`src/trace_pkg.sv`:
```
/*
 * commit trace subsystem definitions
 * widths, depths, record encodings and the structs shared by all blocks
 */
package trace_pkg;

  // --------------------
  // sizes
  // --------------------
  localparam int unsigned NR_COMMIT_PORTS = 2;
  localparam int unsigned PC_W            = 40;
  localparam int unsigned CAUSE_W         = 64;
  localparam int unsigned INSN_W          = 32;
  localparam int unsigned QUEUE_DEPTH     = 8;
  localparam int unsigned TRACE_CREDITS   = 4;
  localparam int unsigned CNT_W           = 16;

  // derived widths
  localparam int unsigned QUEUE_PTR_W = $clog2(QUEUE_DEPTH);
  localparam int unsigned CREDIT_W    = $clog2(TRACE_CREDITS + 1);
  localparam int unsigned PORT_IDX_W  = (NR_COMMIT_PORTS > 1) ? $clog2(NR_COMMIT_PORTS) : 1;

  // --------------------
  // encodings
  // --------------------
  // risc-v privilege encoding
  typedef enum logic [1:0] {
    PRIV_LVL_U = 2'b00,
    PRIV_LVL_S = 2'b01,
    PRIV_LVL_M = 2'b11
  } priv_lvl_e;

  typedef enum logic [1:0] {
    MODE_M,
    MODE_S,
    MODE_U,
    MODE_D
  } trace_mode_e;

  typedef enum logic [1:0] {
    KIND_RETIRE,
    KIND_EXCEPTION,
    KIND_INTERRUPT
  } trace_kind_e;

  // --------------------
  // structs
  // --------------------
  // one commit port where ex_valid marks a trap
  typedef struct packed {
    logic               ack;
    logic [PC_W-1:0]    pc;
    logic               ex_valid;
    logic [CAUSE_W-1:0] cause;
    logic [INSN_W-1:0]  tval;
  } commit_port_t;

  typedef struct packed {
    trace_kind_e        kind;
    trace_mode_e        mode;
    logic [PC_W-1:0]    pc;
    logic [INSN_W-1:0]  insn;
    logic [CAUSE_W-1:0] cause;
  } trace_rec_t;

  typedef struct packed {
    logic       valid;
    trace_rec_t rec;
  } trace_out_t;

  typedef struct packed {
    logic [CNT_W-1:0]                      retired;
    logic [CNT_W-1:0]                      traps;
    logic [NR_COMMIT_PORTS-1:0][CNT_W-1:0] dropped;
  } trace_stats_t;

endpackage
```
`src/commit_tracer.sv`:
```
/*
 * commit-side instruction tracer
 * per-port queues drained round-robin onto one credit-controlled output
 */
module commit_tracer import trace_pkg::*; (
  input  logic                               clk_i,
  input  logic                               rst_ni,
  input  commit_port_t [NR_COMMIT_PORTS-1:0] commit_i,
  input  priv_lvl_e                          priv_lvl_i,
  input  logic                               debug_mode_i,
  input  logic                               credit_i,
  output trace_out_t                         trace_o,
  output trace_stats_t                       stats_o
);

  logic       [NR_COMMIT_PORTS-1:0] not_empty;
  trace_rec_t [NR_COMMIT_PORTS-1:0] head;
  logic       [NR_COMMIT_PORTS-1:0] pop;
  logic       [NR_COMMIT_PORTS-1:0] drop;
  logic                             credit_avail;
  logic                             send;
  trace_rec_t                       send_rec;

  // --------------------
  // per-port queues
  // --------------------
  for (genvar i = 0; i < NR_COMMIT_PORTS; i++) begin : gen_queue
    trace_queue trace_queue_inst (
      .clk_i        ( clk_i        ),
      .rst_ni       ( rst_ni       ),
      .commit_i     ( commit_i[i]  ),
      .priv_lvl_i   ( priv_lvl_i   ),
      .debug_mode_i ( debug_mode_i ),
      .pop_i        ( pop[i]       ),
      .not_empty_o  ( not_empty[i] ),
      .head_o       ( head[i]      ),
      .drop_o       ( drop[i]      )
    );
  end

  // --------------------
  // output path
  // --------------------
  trace_arbiter trace_arbiter_inst (
    .clk_i          ( clk_i        ),
    .rst_ni         ( rst_ni       ),
    .not_empty_i    ( not_empty    ),
    .head_i         ( head         ),
    .credit_avail_i ( credit_avail ),
    .pop_o          ( pop          ),
    .send_o         ( send         ),
    .send_rec_o     ( send_rec     )
  );

  trace_port trace_port_inst (
    .clk_i          ( clk_i        ),
    .rst_ni         ( rst_ni       ),
    .send_i         ( send         ),
    .send_rec_i     ( send_rec     ),
    .credit_i       ( credit_i     ),
    .credit_avail_o ( credit_avail ),
    .trace_o        ( trace_o      )
  );

  // statistics
  commit_stats commit_stats_inst (
    .clk_i    ( clk_i    ),
    .rst_ni   ( rst_ni   ),
    .commit_i ( commit_i ),
    .drop_i   ( drop     ),
    .stats_o  ( stats_o  )
  );

endmodule

```
`src/commit_stats.sv`:
```
/*
 * commit statistics
 * wrapping counters for retired instructions, traps and per-port drops
 */
module commit_stats import trace_pkg::*; (
  input  logic                                 clk_i,
  input  logic                                 rst_ni,
  input  commit_port_t [NR_COMMIT_PORTS-1:0]   commit_i,
  input  logic         [NR_COMMIT_PORTS-1:0]   drop_i,
  output trace_stats_t                         stats_o
);

  logic [CNT_W-1:0] n_retire, n_trap;
  trace_stats_t     stats_q;

  // events this cycle over all ports
  always_comb begin
    n_retire = '0;
    n_trap   = '0;
    for (int i = 0; i < NR_COMMIT_PORTS; i++) begin
      n_retire = n_retire + CNT_W'(commit_i[i].ack & ~commit_i[i].ex_valid);
      n_trap   = n_trap + CNT_W'(commit_i[i].ack & commit_i[i].ex_valid);
    end
  end

  always_ff @(posedge clk_i or negedge rst_ni) begin
    if (!rst_ni) begin
      stats_q <= '0;
    end else begin
      stats_q.retired <= stats_q.retired + n_retire;
      stats_q.traps   <= stats_q.traps + n_trap;
      for (int i = 0; i < NR_COMMIT_PORTS; i++) begin
        if (drop_i[i]) begin
          stats_q.dropped[i] <= stats_q.dropped[i] + 1'b1;
        end
      end
    end
  end

  assign stats_o = stats_q;

endmodule

```
`src/trace_port.sv`:
```
/*
 * trace output port
 * keeps the consumer credit count and registers each sent record
 */
module trace_port import trace_pkg::*; (
  input  logic       clk_i,
  input  logic       rst_ni,
  input  logic       send_i,
  input  trace_rec_t send_rec_i,
  input  logic       credit_i,
  output logic       credit_avail_o,
  output trace_out_t trace_o
);

  logic [CREDIT_W-1:0] credit_q;
  logic                credit_max;
  logic                valid_q;
  trace_rec_t          rec_q;

  // --------------------
  // credits
  // --------------------
  assign credit_avail_o = (credit_q != '0);
  assign credit_max     = (credit_q == CREDIT_W'(TRACE_CREDITS));

  // send and return in one cycle cancel out
  always_ff @(posedge clk_i or negedge rst_ni) begin
    if (!rst_ni) begin
      credit_q <= CREDIT_W'(TRACE_CREDITS);
    end else begin
      case ({send_i, credit_i})
        2'b10: credit_q <= credit_q - 1'b1;
        2'b01: begin
          // never count past the granted amount
          if (!credit_max) begin
            credit_q <= credit_q + 1'b1;
          end
        end
        default: credit_q <= credit_q;
      endcase
    end
  end

  // --------------------
  // output register
  // --------------------
  always_ff @(posedge clk_i or negedge rst_ni) begin
    if (!rst_ni) begin
      valid_q <= 1'b0;
    end else begin
      valid_q <= send_i;
    end
  end

  always_ff @(posedge clk_i) begin
    if (send_i) begin
      rec_q <= send_rec_i;
    end
  end

  assign trace_o.valid = valid_q;
  assign trace_o.rec   = rec_q;

endmodule

```
`src/trace_arbiter.sv`:
```
/*
 * round-robin arbiter over the trace queues
 * grants one non-empty queue per cycle while credit is available
 */
module trace_arbiter import trace_pkg::*; (
  input  logic                                   clk_i,
  input  logic                                   rst_ni,
  input  logic       [NR_COMMIT_PORTS-1:0]       not_empty_i,
  input  trace_rec_t [NR_COMMIT_PORTS-1:0]       head_i,
  input  logic                                   credit_avail_i,
  output logic       [NR_COMMIT_PORTS-1:0]       pop_o,
  output logic                                   send_o,
  output trace_rec_t                             send_rec_o
);

  logic [PORT_IDX_W-1:0] rr_q;
  logic [PORT_IDX_W-1:0] winner;
  logic                  found;

  // --------------------
  // selection
  // --------------------
  // search starts at the pointer and wraps around
  always_comb begin
    winner = rr_q;
    found  = 1'b0;
    for (int off = 0; off < NR_COMMIT_PORTS; off++) begin
      if (!found && not_empty_i[(int'(rr_q) + off) % NR_COMMIT_PORTS]) begin
        winner = PORT_IDX_W'((int'(rr_q) + off) % NR_COMMIT_PORTS);
        found  = 1'b1;
      end
    end
  end

  assign send_o     = credit_avail_i & found;
  assign send_rec_o = head_i[winner];

  always_comb begin
    pop_o = '0;
    if (send_o) begin
      pop_o[winner] = 1'b1;
    end
  end

  // served port drops to lowest priority
  always_ff @(posedge clk_i or negedge rst_ni) begin
    if (!rst_ni) begin
      rr_q <= '0;
    end else if (send_o) begin
      rr_q <= PORT_IDX_W'((int'(winner) + 1) % NR_COMMIT_PORTS);
    end
  end

endmodule

```
`src/trace_queue.sv`:
```
/*
 * trace queue for one commit port
 * classifies each commit and buffers it, dropping it when full
 */
module trace_queue import trace_pkg::*; (
  input  logic         clk_i,
  input  logic         rst_ni,
  input  commit_port_t commit_i,
  input  priv_lvl_e    priv_lvl_i,
  input  logic         debug_mode_i,
  input  logic         pop_i,
  output logic         not_empty_o,
  output trace_rec_t   head_o,
  output logic         drop_o
);

  trace_rec_t             rec;
  trace_rec_t             mem_q [QUEUE_DEPTH];
  logic [QUEUE_PTR_W-1:0] wr_ptr_q, rd_ptr_q;
  logic [QUEUE_PTR_W:0]   cnt_q;
  logic                   full;
  logic                   push;
  logic                   pop;

  // --------------------
  // classification
  // --------------------
  always_comb begin
    rec.pc    = commit_i.pc;
    rec.insn  = commit_i.tval;
    rec.cause = commit_i.cause;

    if (!commit_i.ex_valid) begin
      rec.kind = KIND_RETIRE;
    end else if (commit_i.cause[CAUSE_W-1]) begin
      rec.kind = KIND_INTERRUPT;
    end else begin
      rec.kind = KIND_EXCEPTION;
    end

    // debug mode hides the privilege level
    if (debug_mode_i) begin
      rec.mode = MODE_D;
    end else begin
      case (priv_lvl_i)
        PRIV_LVL_S: rec.mode = MODE_S;
        PRIV_LVL_U: rec.mode = MODE_U;
        default:    rec.mode = MODE_M;
      endcase
    end
  end

  // --------------------
  // fifo control
  // --------------------
  // a full queue drops even if the head leaves this cycle
  assign full   = (cnt_q == (QUEUE_PTR_W + 1)'(QUEUE_DEPTH));
  assign push   = commit_i.ack & ~full;
  assign drop_o = commit_i.ack & full;
  assign pop    = pop_i & not_empty_o;

  assign not_empty_o = (cnt_q != '0);
  assign head_o      = mem_q[rd_ptr_q];

  always_ff @(posedge clk_i or negedge rst_ni) begin
    if (!rst_ni) begin
      wr_ptr_q <= '0;
      rd_ptr_q <= '0;
      cnt_q    <= '0;
    end else begin
      if (push) begin
        wr_ptr_q <= wr_ptr_q + 1'b1;
      end
      if (pop) begin
        rd_ptr_q <= rd_ptr_q + 1'b1;
      end
      case ({push, pop})
        2'b10:   cnt_q <= cnt_q + 1'b1;
        2'b01:   cnt_q <= cnt_q - 1'b1;
        default: cnt_q <= cnt_q;
      endcase
    end
  end

  // storage
  always_ff @(posedge clk_i) begin
    if (push) begin
      mem_q[wr_ptr_q] <= rec;
    end
  end

endmodule

```
`config.mk`:
```
export PLATFORM = sky130hd
export DESIGN_NAME = commit_tracer
export DESIGN_NICKNAME = d
export VERILOG_FILES = /design/src/trace_pkg.sv /design/src/commit_tracer.sv /design/src/commit_stats.sv /design/src/trace_port.sv /design/src/trace_arbiter.sv /design/src/trace_queue.sv
export SDC_FILE = /design/constraint.sdc
export NUM_CORES = 2
export LEC_CHECK = 0
export ABC_CLOCK_PERIOD_IN_PS = 19500
export BUFFER_PORTS_ARGS = -buffer_cell sky130_fd_sc_hd__buf_2
export CAP_MARGIN = 20
export CORE_UTILIZATION = 45
export CTS_CLUSTER_DIAMETER = 120
export DETAILED_ROUTE_END_ITERATION = 10
export RECOVER_POWER = 100
export SLEW_MARGIN = 20
export SYNTH_ARGS = -nofsm -noshare
export SYNTH_HDL_FRONTEND = slang
export SYNTH_HIERARCHICAL = 1
export SYNTH_SLANG_ARGS = --single-unit
```
`constraint.sdc`:
```
create_clock -name clk_i -period 19.5 [get_ports clk_i]
set_clock_uncertainty 0.1 [all_clocks]
set_input_delay 1.95 -clock clk_i [delete_from_list [all_inputs] [get_ports clk_i]]
set_output_delay 1.95 -clock clk_i [all_outputs]
set_load 0.05 [all_outputs]
```
==> results_tabular.tex <==
\begin{tabular}{lr}
\hline
Metric & Value \\
\hline
\multicolumn{2}{l}{\textbf{Drt}} \\
Total Routed Length & 223 mm \\
Pre-Repair DR Iteration Count & 5 \\
Vias & 42900 \\
Sum of met2 wire segment lengths after detailed routing & 105 mm \\
Average wire length per cell after detail routing & 29.4 microns \\
Drc violations & 0 \\
Met3 WL & 17.9 mm \\
Final ANT Viol Nets & 0 \\
Met1 routed wirelength after detailed routing & 95.3 mm \\
Post-DR vias/cell & 5.67 \\
DRC violation total after the first TritonRoute iteration & 3810 \\
Max layer used & met5 \\
\multicolumn{2}{l}{\textbf{Layout}} \\
Post-layout instance count excluding filler cells & 7575 \\
Layout Utilization & 0.517 \\
Synthesis-to-layout area growth & 13.6\% \\
Number of nets in the final layout & 4898 \\
Share of cells above drive strength 1 & 0.263 \\
Fill cell total of the finished layout & 16400 \\
\multicolumn{2}{l}{\textbf{Power}} \\
Static power due to leakage & 34.1 nW \\
Power Total & 17.6 mW \\
Power density of the placed cells & 163 nW/um\^{}2 \\
Worst-case vdd ir drop & 0.142 mV \\
\multicolumn{2}{l}{\textbf{STA}} \\
Final max-slew violation count & 2603 \\
Worst setup margin & 8.62 ns \\
Maximum clock rate & 0.0919 GHz \\
RSZ-0062 raised after global routing & false \\
Worst Tran Pin Value & 10.62 ns \\
Fin crit share & 0.558 \\
Finish-stage setup viols & 0 \\
Sum of negative setup slack & 0 ns \\
Hold Fails Final Rpt & 0 \\
Max\_slew headroom & -6.08 \\
Final period demand of the worst path & 10.88 ns \\
\multicolumn{2}{l}{\textbf{Place}} \\
Buffers on Ports & 486 \\
Worst slack after detailed placement & 14.39 ns \\
Final weighted congestion of routability-driven global placement & 0.748 \\
Total placed cells including tap cells & 7108 \\
HPWL after detailed placement & 127 mm \\
\multicolumn{2}{l}{\textbf{Clock network}} \\
CTS root buffer & sky130\_fd\_sc\_hd\_\_clkbuf\_16 \\
Deepest clock path buffer count & 4 \\
Clock tree sinks & 2469 \\
H-tree Lvls & 5 \\
Resized Gates After CTS & 0 \\
Clock tree from TritonCTS & done \\
TritonCTS Buffers & 275 \\
Setup fix buffers added after clock tree synthesis & 0 \\
Later-pin clock latency in the skew report & 0.92 ns \\
Clock Pin Slew Worst Setup and Hold Paths & 0.06 ns \\
Hold buffer count at CTS & 0 \\
\multicolumn{2}{l}{\textbf{Status}} \\
Status & finished, violations left \\
Failing checks & max-capacitance violations, max-slew violations \\
\multicolumn{2}{l}{\textbf{GRT}} \\
Global-route wire length before repair & 320 mm \\
Via count of the first global-routing pass & 44200 \\
Overflow after GRT & 0 \\
Antenna violations before repair & 99 \\
Maximum number of pins on one net before global-route repair & 141 \\
All-layer global routing usage & 0.212 \\
\multicolumn{2}{l}{\textbf{Worst setup path}} \\
Cell depth of the worst flop-to-flop path & 5 \\
Worst-path fanout max & 45 \\
Type of the setup path with the least slack & reg2reg \\
Most used cell along the critical path & sky130\_fd\_sc\_hd\_\_clkbuf\_1 \\
Crit path max-delay cell type & sky130\_fd\_sc\_hd\_\_clkbuf\_1 \\
WP data required & 19.83 ns \\
Cells traversed along the worst timing path & or4\_1, o21a\_1, clkbuf\_1, clkbuf\_1, clkbuf\_1 \\
Crit end category & flop \\
Crit-path max cell delay & 2.75 ns \\
Sort of element at the start of the critical path & flop \\
Logic depth of the worst setup path including buffers & 5 \\
Cell class contributing the biggest share of worst-path delay & buffers and inverters \\
CP arrival & 11.21 ns \\
Number of buffer and inverter instances along the worst setup path & 3 \\
\multicolumn{2}{l}{\textbf{Floorplan}} \\
X dimension of the die & 461 microns \\
Ports & 487 \\
Core ar. & 208000 sq um \\
Initial Util & 0.455 \\
Die Span Y & 461 microns \\
\# rows & 167 \\
Die Outline Area & 212000 sq um \\
\multicolumn{2}{l}{\textbf{Logic synthesis}} \\
Cells taking the most area after synthesis & sky130\_fd\_sc\_hd\_\_edfxtp\_1 76\%, sky130\_fd\_sc\_hd\_\_mux4\_2 13\%, sky130\_fd\_sc\_hd\_\_mux2\_2 3.9\% \\
Fraction of registers with async set or reset after synthesis & 0.0360 \\
Total nets after synthesis & 4239 \\
Dominant cell by count in the synthesized netlist & sky130\_fd\_sc\_hd\_\_edfxtp\_1 \\
Leading cell types by count after synthesis & 2380 x sky130\_fd\_sc\_hd\_\_edfxtp\_1, 560 x sky130\_fd\_sc\_hd\_\_mux4\_2, 326 x sky130\_fd\_sc\_hd\_\_mux2\_2 \\
Share of the synthesized area in the top cell type & 0.755 \\
Library cells used by synthesis & 57 \\
Syn Std Cell Area & 94700 sq um \\
Adder and majority gate portion of the synthesized area & 0.00291 \\
Avg Cell Area, Syn & 24.0 sq um \\
Synthesized-area fraction occupied by xor and xnor cells & 0.00657 \\
Count of warnings emitted by yosys & 6 \\
Synthesized flop and latch total & 2469 \\
Post-synthesis share of cell area spent on and, or, nand and nor gates & 0.00921 \\
Number of synthesized flops with an enable pin & 2380 \\
Area fraction in compound gates after synthesis & 0.00229 \\
Combinational family with the most area after synthesis & multiplexers \\
Top cell type by total area after synthesis & sky130\_fd\_sc\_hd\_\_edfxtp\_1 \\
Share of cell area taken by muxes after synthesis & 0.189 \\
Sequential area share after synthesis & 0.779 \\
Gate count after technology mapping & 3938 \\
Post-synth top flop & sky130\_fd\_sc\_hd\_\_edfxtp\_1 \\
\multicolumn{2}{l}{\textbf{Hold path}} \\
Worst hold path cell count & 1 \\
Worst min path class & reg2reg \\
\multicolumn{2}{l}{\textbf{Flow run}} \\
Max Cap Violations & 56 \\
\hline
\end{tabular}
==> routing by layer <==
metal,GRT usage,vias up
li1,-,17900
met1,0.301,23100
met2,0.328,1398
met3,0.0592,375
met4,0.0461,86
met5,0,-
==> kinds of logic after synthesis <==
kind of cell / after synthesis
flops: 2469
compound gates: 30
buf+inv: 199
mux: 992
xor+xnor: 71
fa+ha+maj: 19
simple gates: 158
==> path summary, 6_finish.rpt <==
path	start	to	slack, ns
worst max-delay path	gen_queue[1].trace_queue_inst/cnt_q[0]$_DFFE_PN0P_	trace_port_inst/trace_o[81]$_DFFE_PP_	8.62
worst min-delay path	commit_stats_inst/stats_o[63]$_DFF_PN0_	commit_stats_inst/stats_o[63]$_DFF_PN0_	0.37
worst max register to register	gen_queue[1].trace_queue_inst/cnt_q[0]$_DFFE_PN0P_	trace_port_inst/trace_o[81]$_DFFE_PP_	8.62
worst min register to register	commit_stats_inst/stats_o[63]$_DFF_PN0_	commit_stats_inst/stats_o[63]$_DFF_PN0_	0.37
max in group asynchronous	rst_ni	gen_queue[1].trace_queue_inst/rd_ptr_q[2]$_DFFE_PN0P_	13.06
min in group asynchronous	rst_ni	commit_stats_inst/stats_o[0]$_DFFE_PN0P_	1.08
==> area by class of cell <==
| class | instances | area [sq um] | area share |
|---|---|---|---|
| Clock buffer | 327 | 7270 | 0.0676 |
| Multi-Input combinational cell | 1270 | 19700 | 0.183 |
| Inverter | 23 | 86.3 | 0.000803 |
| Tap cell | 2788 | 3490 | 0.0324 |
| Antenna cell | 17 | 42.5 | 0.000396 |
| Clock inverter | 123 | 968 | 0.00901 |
| Timing Repair Buffer | 558 | 2250 | 0.0209 |
| Sequential cell | 2469 | 73700 | 0.686 |
==> per-stage QoR <==
stage	cell area [sq um]	hold WS [ns]
2_1_floorplan	94700	0.384
3_3_place_gp	100000	0.359
3_5_place_dp	100000	0.358
4_1_cts	109000	0.374
5_1_grt	107000	0.405
6_report	108000	0.373
==> state kept, by name, summed over array words and instances (netlist names) <==
register                             flops
trace_port_inst/trace_o                140
trace_port_inst/valid_q                  1
gen_queue.trace_queue_inst/cnt_q         8
trace_arbiter_inst/rr_q                  1
gen_queue.trace_queue_inst/rd_ptr_q      6
gen_queue.trace_queue_inst/mem_q      2240
commit_stats_inst/stats_o               64
gen_queue.trace_queue_inst/wr_ptr_q      6
trace_port_inst/credit_q                 3
==> where the power goes <==
part / internal, mW / switching, mW
logic: 2.22 / 3.06
clock network: 2.83 / 1.99
registers: 7.04 / 0.429
==> layout by cell type, fill, tap and decap left out, types with 31 or more instances in the layout <==
master / instances
sky130_fd_sc_hd__mux2_4: 66
sky130_fd_sc_hd__clkinv_1: 48
sky130_fd_sc_hd__dfrtp_1: 83
sky130_fd_sc_hd__xnor2_1: 57
sky130_fd_sc_hd__edfxtp_1: 2380
sky130_fd_sc_hd__mux4_2: 560
sky130_fd_sc_hd__clkbuf_1: 573
sky130_fd_sc_hd__mux2_1: 136
sky130_fd_sc_hd__clkinv_2: 44
sky130_fd_sc_hd__mux2_2: 226
sky130_fd_sc_hd__nand3_1: 31
sky130_fd_sc_hd__clkbuf_16: 283
(Power assumes the default switching activity.)
